==> config.mk <==
export PLATFORM = sky130hd
export DESIGN_NAME = cp0Top
export DESIGN_NICKNAME = d
export VERILOG_FILES = /design/src/common/cp0Pkg.sv /design/src/exception/cp0Exception.sv /design/src/timer/cp0Timer.sv /design/src/verilog/cp0Interrupt.sv /design/src/verilog/cp0ReadMux.sv /design/src/verilog/cp0Top.sv
export VERILOG_INCLUDE_DIRS = /design/src /design/src/common
export SDC_FILE = /design/constraint.sdc
export NUM_CORES = 1
export LEC_CHECK = 0
export BUFFER_PORTS_ARGS = -buffer_cell sky130_fd_sc_hd__clkbuf_2
export CAP_MARGIN = 10
export CORE_AREA = 3 3 168 170
export CTS_BUF_LIST = sky130_fd_sc_hd__clkbuf_2 sky130_fd_sc_hd__clkbuf_4 sky130_fd_sc_hd__clkbuf_8
export DETAILED_ROUTE_END_ITERATION = 8
export DIE_AREA = 0 0 171 173
export PLACE_DENSITY_LB_ADDON = 0.3
export SLEW_MARGIN = 20
export SYNTH_ARGS = -nofsm -noshare
export SYNTH_HDL_FRONTEND = slang
export SYNTH_SLANG_ARGS = --single-unit
==> constraint.sdc <==
create_clock -name clk -period 4.6 [get_ports clk]
set_clock_uncertainty 0.2 [all_clocks]
set_input_delay 0.23 -clock clk [delete_from_list [all_inputs] [get_ports clk]]
set_output_delay 0.23 -clock clk [all_outputs]
set_load 0.02 [all_outputs]
==> src/common/cp0_cfg.svh <==
`ifndef CP0_CFG_SVH
`define CP0_CFG_SVH

`define CP0_REG_BADVADDR  5'd8
`define CP0_REG_COUNT     5'd9
`define CP0_REG_COMPARE   5'd11
`define CP0_REG_STATUS    5'd12
`define CP0_REG_CAUSE     5'd13
`define CP0_REG_EPC       5'd14

`define EXC_INT   5'h00
`define EXC_ADEL  5'h04
`define EXC_ADES  5'h05
`define EXC_SYS   5'h08
`define EXC_BP    5'h09
`define EXC_RI    5'h0a
`define EXC_CPU   5'h0b
`define EXC_OV    5'h0c
`define EXC_TR    5'h0d

`define STATUS_BEV_RESET   1'b1
`define DELAY_SLOT_OFFSET  32'd4

// Field positions in the Status word
`define STATUS_BEV  22
`define STATUS_IM   15:8
`define STATUS_EXL  1
`define STATUS_IE   0

// Field positions in the Cause word
`define CAUSE_BD       31
`define CAUSE_TI       30
`define CAUSE_CE       29:28
`define CAUSE_IP       15:8
`define CAUSE_IP_SW    9:8
`define CAUSE_EXCCODE  6:2

`endif

==> src/common/cp0Pkg.sv <==
package cp0Pkg;

    // Data and address word
    typedef logic [31:0] word_t;

    // CP0 register number, select field not modelled
    typedef logic [4:0] regAddr_t;

    // Exception kinds reported by the pipeline
    typedef enum logic [4:0] {
        None,
        Interrupt,
        AdelIf,           // Fetch address error
        AdelMem,          // Load address error
        AdesMem,          // Store address error
        Syscall,
        Break,
        ReservedInstr,
        CpU,              // Coprocessor unusable
        Overflow,
        Trap,
        Eret,
        Refetch           // Replay only, no CP0 side effects
    } excType_t;

    // Architectural Cause.ExcCode
    typedef logic [4:0] excCode_t;

    // External interrupt lines, IP7..IP2
    typedef logic [5:0] hwIrq_t;

endpackage

==> src/exception/cp0Exception.sv <==
`timescale 1ns/10ps
`include "cp0_cfg.svh"

module cp0Exception
    import cp0Pkg::*;
(
    input  logic       clk,
    input  logic       rstN,
    input  logic       wrEn,
    input  regAddr_t   wrAddr,
    input  word_t      wrData,
    input  excType_t   excType,
    input  word_t      excPc,
    input  logic       excInDelaySlot,
    input  word_t      excBadAddr,
    output logic       exl,
    output logic       bd,
    output logic [1:0] ce,
    output excCode_t   excCode,
    output word_t      epc,
    output word_t      badVAddr
);

    logic     excValid;   // Any kind with CP0 side effects
    logic     excTake;    // Entering exception level
    logic     statusWr;
    logic     epcWr;
    excCode_t codeNext;

    assign excValid = (excType != None) && (excType != Refetch);
    assign excTake  = excValid && (excType != Eret);
    assign statusWr = wrEn && (wrAddr == `CP0_REG_STATUS);
    assign epcWr    = wrEn && (wrAddr == `CP0_REG_EPC);

    always_comb begin
        case (excType)
            Interrupt:     codeNext = `EXC_INT;
            AdelIf:        codeNext = `EXC_ADEL;
            AdelMem:       codeNext = `EXC_ADEL;
            AdesMem:       codeNext = `EXC_ADES;
            Syscall:       codeNext = `EXC_SYS;
            Break:         codeNext = `EXC_BP;
            ReservedInstr: codeNext = `EXC_RI;
            CpU:           codeNext = `EXC_CPU;
            Overflow:      codeNext = `EXC_OV;
            Trap:          codeNext = `EXC_TR;
            default:       codeNext = excCode;   // Eret, None, Refetch hold
        endcase
    end

    always_ff @(posedge clk or negedge rstN) begin
        if (!rstN)
            exl <= 1'b0;
        else if (excValid)
            exl <= (excType != Eret);
        else if (statusWr)
            exl <= wrData[`STATUS_EXL];
    end

    // Nested exceptions leave BD, CE and EPC alone
    always_ff @(posedge clk or negedge rstN) begin
        if (!rstN) begin
            bd <= 1'b0;
            ce <= 2'b00;
        end else if (excTake && !exl) begin
            bd <= excInDelaySlot;
            if (excType == CpU)
                ce <= 2'b01;   // Only CP1 is unusable here
        end
    end

    always_ff @(posedge clk or negedge rstN) begin
        if (!rstN)
            excCode <= '0;
        else
            excCode <= codeNext;
    end

    always_ff @(posedge clk or negedge rstN) begin
        if (!rstN) begin
            epc <= '0;
        end else if (excTake) begin
            if (!exl)
                epc <= excInDelaySlot ? excPc - `DELAY_SLOT_OFFSET : excPc;
        end else if (epcWr) begin
            epc <= wrData;
        end
    end

    // Address errors only; read-only from the port
    always_ff @(posedge clk or negedge rstN) begin
        if (!rstN)
            badVAddr <= '0;
        else if (excType == AdelIf)
            badVAddr <= excPc;
        else if (excType == AdelMem || excType == AdesMem)
            badVAddr <= excBadAddr;
    end

    excTypeKnown: assert property (@(posedge clk) disable iff (!rstN)
        !$isunknown(excType))
        else $error("excType is unknown");

endmodule

==> src/timer/cp0Timer.sv <==
`timescale 1ns/10ps
`include "cp0_cfg.svh"

module cp0Timer
    import cp0Pkg::*;
(
    input  logic     clk,
    input  logic     rstN,
    input  logic     wrEn,
    input  regAddr_t wrAddr,
    input  word_t    wrData,
    output word_t    count,
    output word_t    compare,
    output logic     timerIrq
);

    logic half;        // Divider phase, Count steps when set
    logic countWr;
    logic compareWr;
    logic match;
    logic matchPrev;

    assign countWr   = wrEn && (wrAddr == `CP0_REG_COUNT);
    assign compareWr = wrEn && (wrAddr == `CP0_REG_COMPARE);
    assign match     = (count == compare);

    always_ff @(posedge clk or negedge rstN) begin
        if (!rstN) begin
            half  <= 1'b0;
            count <= '0;
        end else if (countWr) begin
            half  <= 1'b0;     // Restart divider on reload
            count <= wrData;
        end else begin
            half <= ~half;
            if (half)
                count <= count + 32'd1;
        end
    end

    always_ff @(posedge clk or negedge rstN) begin
        if (!rstN)
            compare <= '0;
        else if (compareWr)
            compare <= wrData;
    end

    // TI latches on a new match; both registers reset equal, so start as matched
    always_ff @(posedge clk or negedge rstN) begin
        if (!rstN) begin
            matchPrev <= 1'b1;
            timerIrq  <= 1'b0;
        end else begin
            matchPrev <= match;
            if (compareWr)
                timerIrq <= 1'b0;      // Clear beats set
            else if (match && !matchPrev)
                timerIrq <= 1'b1;
        end
    end

    countStep: assert property (@(posedge clk) disable iff (!rstN)
        !countWr |=> (count == $past(count)) || (count == $past(count) + 32'd1))
        else $error("count moved by more than one without a write");

endmodule

==> src/verilog/cp0Interrupt.sv <==
`timescale 1ns/10ps
`include "cp0_cfg.svh"

module cp0Interrupt
    import cp0Pkg::*;
(
    input  logic       clk,
    input  logic       rstN,
    input  logic       wrEn,
    input  regAddr_t   wrAddr,
    input  word_t      wrData,
    input  hwIrq_t     hwIrq,
    input  logic       timerIrq,
    input  logic       exl,
    output logic [7:0] ip,
    output logic [7:0] im,
    output logic       ie,
    output logic       bev,
    output logic       intPending
);

    logic   statusWr;
    logic   causeWr;
    hwIrq_t ipHw;        // IP7..IP2
    logic [1:0] ipSw;    // IP1..IP0

    assign statusWr = wrEn && (wrAddr == `CP0_REG_STATUS);
    assign causeWr  = wrEn && (wrAddr == `CP0_REG_CAUSE);

    always_ff @(posedge clk or negedge rstN) begin
        if (!rstN) begin
            bev <= `STATUS_BEV_RESET;
            im  <= '0;
            ie  <= 1'b0;
        end else if (statusWr) begin
            bev <= wrData[`STATUS_BEV];
            im  <= wrData[`STATUS_IM];
            ie  <= wrData[`STATUS_IE];
        end
    end

    always_ff @(posedge clk or negedge rstN) begin
        if (!rstN) begin
            ipHw <= '0;
            ipSw <= '0;
        end else begin
            ipHw <= hwIrq | {timerIrq, 5'b0};   // Timer shares IP7
            if (causeWr)
                ipSw <= wrData[`CAUSE_IP_SW];
        end
    end

    assign ip         = {ipHw, ipSw};
    assign intPending = ie && !exl && |(ip & im);

    noIntInExl: assert property (@(posedge clk) disable iff (!rstN)
        exl |-> !intPending)
        else $error("intPending raised at exception level");

endmodule

==> src/verilog/cp0ReadMux.sv <==
`timescale 1ns/10ps
`include "cp0_cfg.svh"

module cp0ReadMux
    import cp0Pkg::*;
(
    input  regAddr_t   rdAddr,
    input  word_t      count,
    input  word_t      compare,
    input  logic       timerIrq,
    input  logic       exl,
    input  logic       bd,
    input  logic [1:0] ce,
    input  excCode_t   excCode,
    input  word_t      epc,
    input  word_t      badVAddr,
    input  logic [7:0] ip,
    input  logic [7:0] im,
    input  logic       ie,
    input  logic       bev,
    output word_t      rdData
);

    word_t statusWord;
    word_t causeWord;

    always_comb begin
        statusWord = '0;
        statusWord[`STATUS_BEV] = bev;
        statusWord[`STATUS_IM]  = im;
        statusWord[`STATUS_EXL] = exl;
        statusWord[`STATUS_IE]  = ie;

        causeWord = '0;
        causeWord[`CAUSE_BD]      = bd;
        causeWord[`CAUSE_TI]      = timerIrq;
        causeWord[`CAUSE_CE]      = ce;
        causeWord[`CAUSE_IP]      = ip;
        causeWord[`CAUSE_EXCCODE] = excCode;
    end

    always_comb begin
        case (rdAddr)
            `CP0_REG_BADVADDR: rdData = badVAddr;
            `CP0_REG_COUNT:    rdData = count;
            `CP0_REG_COMPARE:  rdData = compare;
            `CP0_REG_STATUS:   rdData = statusWord;
            `CP0_REG_CAUSE:    rdData = causeWord;
            `CP0_REG_EPC:      rdData = epc;
            default:           rdData = '0;   // Unimplemented registers
        endcase
    end

endmodule

==> src/verilog/cp0Top.sv <==
`timescale 1ns/10ps
`include "cp0_cfg.svh"

module cp0Top
    import cp0Pkg::*;
(
    input  logic     clk,
    input  logic     rstN,
    input  hwIrq_t   hwIrq,
    input  regAddr_t rdAddr,
    input  logic     wrEn,
    input  regAddr_t wrAddr,
    input  word_t    wrData,
    input  excType_t excType,
    input  word_t    excPc,
    input  logic     excInDelaySlot,
    input  word_t    excBadAddr,
    output word_t    rdData,
    output word_t    epc,
    output logic     statusExl,
    output logic     statusBev,
    output logic     intPending
);

    word_t      count;
    word_t      compare;
    logic       timerIrq;   // Cause.TI
    logic       bd;
    logic [1:0] ce;
    excCode_t   excCode;
    word_t      badVAddr;
    logic [7:0] ip;
    logic [7:0] im;
    logic       ie;

    cp0Timer uTimer (
        .clk      (clk),
        .rstN     (rstN),
        .wrEn     (wrEn),
        .wrAddr   (wrAddr),
        .wrData   (wrData),
        .count    (count),
        .compare  (compare),
        .timerIrq (timerIrq)
    );

    cp0Exception uException (
        .clk            (clk),
        .rstN           (rstN),
        .wrEn           (wrEn),
        .wrAddr         (wrAddr),
        .wrData         (wrData),
        .excType        (excType),
        .excPc          (excPc),
        .excInDelaySlot (excInDelaySlot),
        .excBadAddr     (excBadAddr),
        .exl            (statusExl),
        .bd             (bd),
        .ce             (ce),
        .excCode        (excCode),
        .epc            (epc),
        .badVAddr       (badVAddr)
    );

    cp0Interrupt uInterrupt (
        .clk        (clk),
        .rstN       (rstN),
        .wrEn       (wrEn),
        .wrAddr     (wrAddr),
        .wrData     (wrData),
        .hwIrq      (hwIrq),
        .timerIrq   (timerIrq),
        .exl        (statusExl),
        .ip         (ip),
        .im         (im),
        .ie         (ie),
        .bev        (statusBev),
        .intPending (intPending)
    );

    cp0ReadMux uReadMux (
        .rdAddr   (rdAddr),
        .count    (count),
        .compare  (compare),
        .timerIrq (timerIrq),
        .exl      (statusExl),
        .bd       (bd),
        .ce       (ce),
        .excCode  (excCode),
        .epc      (epc),
        .badVAddr (badVAddr),
        .ip       (ip),
        .im       (im),
        .ie       (ie),
        .bev      (statusBev),
        .rdData   (rdData)
    );

endmodule
[After elaboration in Yosys (flattened, before gate mapping)]
Cells that the tools add are included.
Cells by class
  add/subtract/negate cells: 2
  multipliers: 0
  div/mod/pow operators: 0
  order comparisons: 0
  eq/ne operators: 25
  shift-type cells: 0
  muxes and demuxes: 15
  bitwise gates (word level): 3
  reductions and logical operators: 25
Operators by type and width (count)
  $mux W32: 8
  $pmux W32 S6: 1
  $eq A5 B4 Y1 const B: 14
  $pmux W5 S9: 1
  $add A32 B1 Y32 const B: 1
  $eq A32 B32 Y1: 1
  $sub A32 B3 Y32 const B: 1
  $eq A5 B3 Y1 const B: 4
  $logic_and A1 B1 Y1: 11
  $eq A5 B2 Y1 const B: 2
  $ne A5 B4 Y1 const B: 2
  $reduce_bool A2 Y1: 5
  $reduce_bool A9 Y1: 1
  $and A8 B8 Y8: 1
  $reduce_or A8 Y1: 1
  $or A6 B6 Y6: 1
  $eq A5 B1 Y1 const B: 1
  $mux W1: 5
  $reduce_bool A5 Y1: 1
  $reduce_and A2 Y1: 2
  $logic_not A1 Y1: 2
  $ne A2 B2 Y1 const B: 1
  $reduce_or A2 Y1: 1
  $logic_or A1 B1 Y1: 1
  $not A1 Y1: 1
Storage, ports and cells
  flip-flop bits (word level): 157
  latch bits: 0
  memory bits (writable): 0
  ROM bits: 0
  input port bits: 121
  output and inout bits: 67
  word-level logic and storage cells: 86
  memories: 0

[Longest topological paths before layout]
Gate-level depths: netlist (run 1).
  depth after elaboration: 5
  gate-level depth with buffers: 7
  gate-level depth less buffers: 7

[Modules after synthesis]
Synthesis (run 1) repeated with hierarchy kept, for this count alone.
Second synthesis, totals
  cells, all modules: 1004
  area total of the unflattened synthesis: 9510.4 um2
Modules (own cells, without submodules)
  cp0Exception: instances 1, cells an instance 455, area each 3972.6 um2, sequential area each 1776.7 um2
  cp0Timer: instances 1, cells an instance 318, area each 3465.8 um2, sequential area each 1677.9 um2
  cp0ReadMux: instances 1, cells an instance 190, area each 1362.6 um2, sequential area each 0.0 um2
  cp0Interrupt: instances 1, cells an instance 41, area each 709.4 um2, sequential area each 451.7 um2

[Least setup slack after synthesis (run 1)]
No wires, ideal clock.
  path type: input to register
  start: input port excPc[24]
  end: register uException.epc[31]
  library setup time: 0.122 ns
  data arrival time: 2.087 ns
  data required time: 4.278 ns
  path slack: 2.191 ns
  cell stages on the path: 5
  buffers on the path: 0
  cells stage by stage: or3_4 -> or4_4 -> or4_1 -> or3_1 -> a32o_1
Between the ends
  word-level cells in the longest chain between the ends: 4
RTL lines
  from (decl): RTL line cp0Top.sv:15  | input word_t excPc,
  $sub A32 B3 Y32 (no source line)
  $mux W32: RTL line cp0Exception.sv:84  | epc <= excInDelaySlot ? excPc - `DELAY_SLOT_OFFSET : excPc;
  $mux W32: RTL line cp0Exception.sv:83  | if (!exl)
  $mux W32: RTL line cp0Exception.sv:82  | end else if (excTake) begin
  to (signal assigned): RTL line cp0Exception.sv:84
  to (signal assigned): RTL line cp0Exception.sv:86  | epc <= wrData;
  to (decl): RTL line cp0Exception.sv:20  | output word_t epc,
Every way passes these cells. The select of a mux whose other input is x is not followed.
A chain may end at the register's enable or synchronous reset.

[Final worst setup path (run 1)]
  start: input port excType[0]
  end: register uException.epc[23]
Between the ends
  word-level cells in the longest chain between the ends: 5
  elaborated cells on any way between the ends: 9
  those cells by class: eq/ne: 3; mux: 1; reduce/logical: 5
RTL lines
  from (decl): RTL line cp0Top.sv:14  | input excType_t excType,
  $ne A5 B4 Y1 or $reduce_bool A5 Y1 (tied branches): RTL line cp0Exception.sv:30  | assign excValid = (excType != None) && (excType != Refetch);
  $logic_and A1 B1 Y1: RTL line cp0Exception.sv:30
  $logic_and A1 B1 Y1 *: RTL line cp0Exception.sv:31  | assign excTake = excValid && (excType != Eret);
  $ne A2 B2 Y1 (no source line) or $reduce_bool A2 Y1 (tied branches)
  $reduce_and A2 Y1 (no source line)
Mark *: on every way between the ends. The rest lies on a longest branch, timed or not.

==> qor.csv, run 1 <==
stage,metric,value,unit
sta,Final Hold Violating Endpoints,0,
grt,GR Util met3,4.96,%
grt,busiest grt layer,met2,
sta,unrepaired setup endpoints after global routing,false,
grt,vias in the first global route,8459,
synth,"EDFF count, synth",0,
pwr,P_leak,5.36,nW
synth,"Distinct cells, synth",60,
placed_design,placed cell areas,10100,um^2
pwr,VDD IR max,176,uV
drt,Vias,8645,
status,status,"complete, no violations",
drt,routed len/inst,21.3,um
sta,worst-margin pin slew,1.03,ns
grt,initial antenna violation count,0,
placed_design,IO Port Bufs,187,
synth,"Async S/R FF share, synth",100,%
synth,Most used DFF post-synth,dfrtp_1,
grt,aggregate global routing overflow,0,
grt,met1 Use GR,31.7,%
critical_path,Setup crit start kind,input pin,
final_layout,post-route design area,11700,um^2
die,Die X,171,um
placed_design,Cell Count Post-Placement,1420,
clock_tree,CTS H-tree depth,4,
synth,Synth Cell Area,8780,um^2
grt,pin count of the biggest net entering global routing,105,
clock_tree,Clock Sinks,156,
sta,fin crit period,3.28,ns
synth,synth warn,0,
clock_tree,"Reg clk slew, reported paths",0.08,ns
drt,First-pass DRT Iterations,6,
placed_design,post-DP HPWL,24.6,mm
final_layout,final non-filler cell total,1574,
sta,Max Freq,305,MHz
min_path,Hold Path Class,in2reg,
grt,first-pass GRT wire length,51.5,mm
final_layout,share of post-route cells with drive strength above 1,24.7,%
die,Core Area,26900,um^2
sta,hold slack,0.0404,ns
critical_path,critical setup path kind,in2reg,
placed_design,GPL Wtd Cong,0.897,
final_layout,Util after Layout,43.7,%
die,Initial Utilization,32.7,%
critical_path,WP data required,4.81,ns
critical_path,arrival time at the worst endpoint,3.49,ns
drt,DRC viols,0,
clock_tree,Post-CTS Setup Bufs,0,
synth,"Avg Cell Area, Syn",9.33,um^2
die,row count,60,
critical_path,peak fanout along the critical path,25,
die,IO Pins,188,
drt,DRT iter0 DRCs,900,
clock_tree,CTS tree,built,
final_layout,Layout area overhead,33.7,%
grt,overall routing resource usage,22.7,%
clock_tree,root buffer cell,clkbuf_8,
final_layout,final net count,1343,
clock_tree,Num CTS Buffers,17,
sta,Rel. slew slack,31.5,%
grt,routing usage on met2,34.8,%
critical_path,Crit. End Element,flop,
sta,# setup viols final,0,
synth,register area share after synthesis,44.5,%
clock_tree,Clock Latency Late Sink,0.47,ns
synth,Seq cells post-synth,156,
die,die area,29600,um^2
job,max cap viols,0,
drt,Routed Antenna Nets,0,
drt,vias per inst,5.49,
die,height of the die,173,um
clock_tree,clock buffer depth,2,
final_layout,antenna cell count,0,
drt,final wirelength,33.6,mm
sta,final period utilization,71.3,%
sta,setup_tns,0,ns
synth,net count after synthesis,1064,
synth,Synth Instances,941,
sta,Final Slew Violations,0,
pwr,PwrDens,382,nW/um^2
-- power breakdown --
group / internal, W / leakage (nW) / switching [W]
sequential: 0.00169 / 1.92 / 0.000464
combinational: 0.000579 / 3.22 / 0.000608
clock: 0.000616 / 0.227 / 0.000521
total: 0.00288 / 5.36 / 0.00159
-- critical path, cell delays in order --
cell,delay (ns)
dlygate4sd3_1,0.54
clkbuf_2,0.22
or4bb_1,0.57
a31oi_2,0.19
buf_4,0.32
and2_1,0.62
nand2_1,0.11
o211ai_1,0.10
dlygate4sd3_1,0.56
-- state kept, by name, summed over array words and instances, names as in the netlist, 2 cells and up --
signal	cells
uException.badVAddr	32
uException.epc	32
uException.excCode	4
uInterrupt.im	8
uInterrupt.ipHw	6
uInterrupt.ipSw	2
uTimer.compare	32
uTimer.count	32
-- cell families after synthesis --
group | Yosys count | synth area share, %
compound gates | 224 | 17.3
xor+xnor | 77 | 7.68
fa+ha+maj | 2 | 0.285
buf+inv | 76 | 3.29
flops | 156 | 44.5
mux | 62 | 7.72
simple gates | 344 | 19.3
-- layout by cell type (no fill, tap or decap), types with 20 or more instances in the layout --
cell type,count
nand3_1,20
nor3_1,24
mux2_2,46
clkbuf_2,186
nor4_1,22
clkbuf_8,21
a21oi_1,54
xor2_1,41
xnor2_1,36
dlygate4sd3_1,122
nand2_1,142
dfrtp_1,154
nor2_1,58
o21ai_0,29
a22oi_1,99
-- path summary, 6_finish.rpt --
kind / cells after the start / slack, ns / end / startpoint
max: 9 / 1.32 / uException.epc[23] / excType[0]
min: 4 / 0.04 / uException.epc[9] / excPc[9]
max reg2reg: 6 / 1.85 / uTimer.count[22] / uTimer.count[0]
min reg2reg: 2 / 0.33 / uException.epc[5] / uException.epc[5]
max in group asynchronous: 3 / 2.88 / uException.epc[6] / rstN
min in group asynchronous: 2 / 0.26 / uTimer.count[29] / rstN
-- area by class of cell --
cell class              instances  area (um^2)
repair buffers                324         2280
flip-flops and latches        156         3910
inverters                      12         45.0
fillers                      2665        15100
clock buffers                  25          319
clock inverters                 7          110
multi-input cells             709         4650
well taps                     341          427
-- per-layer routing --
| layer | part of all wire, % | vias to the layer above |
|---|---|---|
| li1 | - | 3999 |
| met1 | 43 | 4208 |
| met2 | 46 | 380 |
| met3 | 7.5 | 58 |
| met4 | 3.3 | 0 |
| met5 | 0 | - |
-- per-stage QoR --
stage | setup WS, ns | total power, W
3_5_place_dp | 1.64 | 0.00319
2_1_floorplan | 2.19 | 0.00265
5_1_grt | 1.15 | 0.00470
3_3_place_gp | 1.69 | 0.00316
6_report | 1.32 | 0.00448
4_1_cts | 1.37 | 0.00448
-- synth_stat cells, drive strengths merged, types with 3 or more instances --
master | count | share of area [%]
a211oi | 3 | 0.26
a21o | 3 | 0.26
a21oi | 54 | 3.1
a222oi | 10 | 1.1
a22oi | 99 | 8.5
a31o | 3 | 0.30
and3 | 11 | 0.80
and4 | 4 | 0.40
buf | 5 | 0.26
clkbuf | 59 | 2.5
dfrtp | 154 | 44
inv | 12 | 0.51
mux2 | 46 | 5.9
mux2i | 16 | 1.8
nand2 | 142 | 6.1
nand2b | 8 | 0.57
nand3 | 20 | 1.1
nand4 | 11 | 0.95
nand4b | 4 | 0.40
nor2 | 60 | 2.6
nor2b | 4 | 0.28
nor3 | 28 | 1.6
nor3b | 3 | 0.26
nor4 | 24 | 1.9
nor4b | 3 | 0.30
o21ai | 29 | 1.7
o31ai | 8 | 0.68
or3 | 5 | 0.43
or4 | 7 | 0.64
xnor2 | 36 | 3.6
xor2 | 41 | 4.1
-- repair_timing --
action                                 CTS  global route
hold buffers                           122             0
endpoints found under the hold margin  251             0
gates resized for setup                  0             0
Power figures use the tool's default switching activity.
==> inputs of run 2 (changes only) <==
--- a/config.mk
+++ b/config.mk
@@ -6,12 +6,13 @@
 export SDC_FILE = /design/constraint.sdc
 export NUM_CORES = 1
 export LEC_CHECK = 0
+export ABC_AREA = 1
 export BUFFER_PORTS_ARGS = -buffer_cell sky130_fd_sc_hd__clkbuf_2
 export CAP_MARGIN = 10
-export CORE_AREA = 3 3 168 170
+export CORE_AREA = 3 3 176 178
 export CTS_BUF_LIST = sky130_fd_sc_hd__clkbuf_2 sky130_fd_sc_hd__clkbuf_4 sky130_fd_sc_hd__clkbuf_8
 export DETAILED_ROUTE_END_ITERATION = 8
-export DIE_AREA = 0 0 171 173
+export DIE_AREA = 0 0 179 181
 export PLACE_DENSITY_LB_ADDON = 0.3
 export SLEW_MARGIN = 20
 export SYNTH_ARGS = -nofsm -noshare
==> constraint.sdc (replaced) <==
create_clock -name clk -period 2.82 [get_ports clk]
set_clock_uncertainty 0.2 [all_clocks]
set_input_delay 0.141 -clock clk [delete_from_list [all_inputs] [get_ports clk]]
set_output_delay 0.141 -clock clk [all_outputs]
set_load 0.02 [all_outputs]
==> qor.csv, run 2 <==
stage,metric,value,unit,change
die,Core Area,29600,um^2,+10%
final_layout,"commonest cells after routing, fill and taps aside","nand2_1, clkbuf_2, inv_1",,
critical_path,arrival time at the worst endpoint,2.67,ns,-0.82 ns
sta,setup_tns,0,ns,unchanged
synth,"Avg Cell Area, Syn",7.08,um^2,-24%
drt,final wirelength,38.8,mm,+16%
clock_tree,CTS tree,built,,
synth,Seq cells post-synth,156,,unchanged
die,die area,32400,um^2,+9.5%
synth,"Distinct cells, synth",44,,-27%
synth,"EDFF count, synth",0,,unchanged
drt,metal3 WL,2.74,mm,+8.8%
pwr,P_leak,6.16,nW,+15%
die,Initial Utilization,32.7,%,about the same
clock_tree,Num CTS Buffers,17,,unchanged
drt,DRT iter0 DRCs,1082,,+20%
die,IO Pins,188,,unchanged
drt,met2 WL,17.8,mm,+16%
synth,Synth Cell Area,9650,um^2,+9.9%
clock_tree,Clock Sinks,156,,unchanged
grt,vias in the first global route,10200,,+21%
final_layout,antenna cell count,0,,unchanged
drt,DRC viols,0,,unchanged
sta,final setup margin,0.302,ns,-1.02 ns
synth,top-count cell post-synth,nand2_1,,
die,height of the die,181,um,+4.6%
synth,largest cells by area after synthesis,"dfrtp_1, nand2_1, inv_1",,
critical_path,WP data required,2.97,ns,-1.84 ns
drt,M1 wire length,17.1,mm,+17%
synth,post-synth top area cell,dfrtp_1,,
final_layout,"most common cell after layout, fill and taps aside",nand2_1,,
synth,area share of the largest cell type after synthesis,39.9,%,-4.0 points
synth,net count after synthesis,1487,,+40%
sta,fin crit period,2.52,ns,
status,status,"complete, no violations",,
job,max cap viols,0,,unchanged
grt,first-pass GRT wire length,59.8,mm,+16%
sta,Final Hold Violating Endpoints,0,,unchanged
drt,Top Layer Used,met4,,
critical_path,critical path's top delay family,buffers and inverters,,
sta,hold slack,0.0163,ns,-0.0241 ns
critical_path,CP Cell Sequence,"dlygate4sd3_1, clkbuf_2, inv_1, nand2_1, nor2_2, dlygate4sd3_1, nand2_1, dlygate4sd3_1, o21ai_0, inv_1, nand3_1, o21ai_0",,
drt,Routed Antenna Nets,0,,unchanged
critical_path,Setup crit start kind,input pin,,
sta,Max Freq,397,MHz,
die,Die X,179,um,+4.7%
clock_tree,CTS H-tree depth,4,,unchanged
clock_tree,clock buffer depth,2,,unchanged
clock_tree,root buffer cell,clkbuf_8,,
sta,Rel. slew slack,39.9,%,+8.4 points
placed_design,placed cell areas,11000,um^2,+9.5%
placed_design,GPL Wtd Cong,0.981,,+9.4%
synth,register area share after synthesis,40.5,%,-4.0 points
synth,synth warn,0,,unchanged
synth,Most used DFF post-synth,dfrtp_1,,
final_layout,final net count,1811,,+35%
clock_tree,Clock Latency Late Sink,0.46,ns,about the same
drt,routed len/inst,18.6,um,-13%
placed_design,post-DP HPWL,29.7,mm,+21%
critical_path,critical path's slowest cell,dlygate4sd3_1,,
critical_path,Most Frequent Cell on Critical Path,dlygate4sd3_1,,
min_path,Hold Path Class,in2reg,,
critical_path,Crit. End Element,flop,,
placed_design,IO Port Bufs,187,,unchanged
synth,Commonest cells post-synth,"nand2_1, inv_1, dfrtp_1",,
synth,"Async S/R FF share, synth",100,%,unchanged
drt,Vias,10700,,+24%
placed_design,dpl ws,0.602,ns,-1.04 ns
pwr,Tot Pwr,0.00781,W,+74%
critical_path,crit path buf inv count,6,,+2
die,row count,63,,+5.0%
final_layout,Layout area overhead,33.9,%,
clock_tree,"Reg clk slew, reported paths",0.09,ns,about the same
synth,Synth Instances,1364,,+45%
pwr,VDD IR max,233,uV,+32%
sta,unrepaired setup endpoints after global routing,false,,
final_layout,share of post-route cells with drive strength above 1,15.3,%,-9.5 points
sta,final period utilization,89.3,%,
critical_path,critical setup path kind,in2reg,,
sta,worst-margin pin slew,0.900,ns,-0.127 ns
grt,initial antenna violation count,0,,unchanged
grt,aggregate global routing overflow,0,,unchanged
sta,# setup viols final,0,,unchanged
drt,First-pass DRT Iterations,6,,unchanged
final_layout,post-route design area,12900,um^2,+10%
sta,Final Slew Violations,0,,unchanged
critical_path,"slowest stage delay, CP",0.56,ns,-0.06 ns
pwr,PwrDens,604,nW/um^2,+58%
critical_path,peak fanout along the critical path,3,,-88%
drt,vias per inst,5.12,,-6.8%
grt,pin count of the biggest net entering global routing,65,,-38%
grt,overall routing resource usage,24.0,%,+1.2 points
run 2: cell count changes after synthesis, moves of 22 or more:
cell / before / now
nand3_1: 20 / 108
inv_1: 12 / 165
a21oi_1: 54 / 26
mux2_2: 46 / 2
nand2_1: 142 / 409
o21ai_0: 29 / 92
nor4_1: 23 / 1
o211ai_1: 1 / 58
clkbuf_1: 59 / 25
a22oi_1: 99 / 24
nor2_1: 60 / 114
run 2: cell families (layout without fill, tap and decap cells):
group                    count (synthesis)  count (layout)  share of synthesized area [%]
adder cells (fa/ha/maj)                  2               2                          0.259
flip-flops                             156             156                           40.5
AND/OR/NAND/NOR                        687             687                           29.6
buffers and inverters                  222             559                           9.02
AO/OA/AOI/OAI                          248             248                           16.2
XOR/XNOR                                47              47                           4.26
multiplexers                             2               2                          0.233
run 2: layout make-up:
class                           count  area [um^2]
Clock buffer                       20          269
Clock inverter                     12          116
Inverter                          171          644
Multi-Input combinational cell    986         4890
Fill cell                        3034        16600
Timing Repair Buffer              356         2610
Sequential cell                   156         3910
Tap cell                          390          488
run 2: per-stage QoR:
stage               instances  utilization [%]
floorplan                1364                -
global placement         1909             37.3
detailed placement       1909             37.3
CTS                      2091             43.7
global route             2091             43.7
finish                   2091             43.7
run 2: path summary, 6_finish.rpt:
| path | start | end | slack (ns) | depth (start not counted) |
|---|---|---|---|---|
| min in group asynchronous | rstN | uException.badVAddr[2] | 0.53 | 3 |
| setup / recovery | excType[2] | uException.excCode[3] | 0.30 | 12 |
| setup reg to reg | uException.exl | uException.epc[14] | 0.68 | 6 |
| max in group asynchronous | rstN | uException.epc[4] | 0.80 | 4 |
| hold / removal | wrAddr[2] | uInterrupt.ipSw[1] | 0.02 | 5 |
| hold reg to reg | uTimer.timerIrq | uInterrupt.ipHw[5] | 0.30 | 1 |
run 2: worst register-to-register path, stage by stage, from the launching register on:
cell           delay (ns)
dfrtp_1              0.41
inv_1                0.12
nand3_1              0.26
nand2_8              0.29
o21ai_0              0.13
o22ai_1              0.11
dlygate4sd3_1        0.56
run 2: metal layers:
metal  global-route usage, %  vias up
met5                       0        -
met4                    7.73        0
met3                    2.71       64
met2                    37.8      450
met1                    34.2     5056
li1                        -     5129
run 2: timing repair:
item                                    4_1_cts  5_1_grt
hold buffers                                150        0
resized for setup                             0        3
endpoints found under the hold margin       308        0
endpoints found under the setup margin        0        2
setup buffers                                 0        0
run 2: power breakdown:
group          total [W]  switching (W)  internal, W  leakage [nW]
Clock            0.00168       0.000923     0.000760         0.181
Sequential       0.00351       0.000706      0.00281          1.91
Combinational    0.00261        0.00152      0.00109          4.06
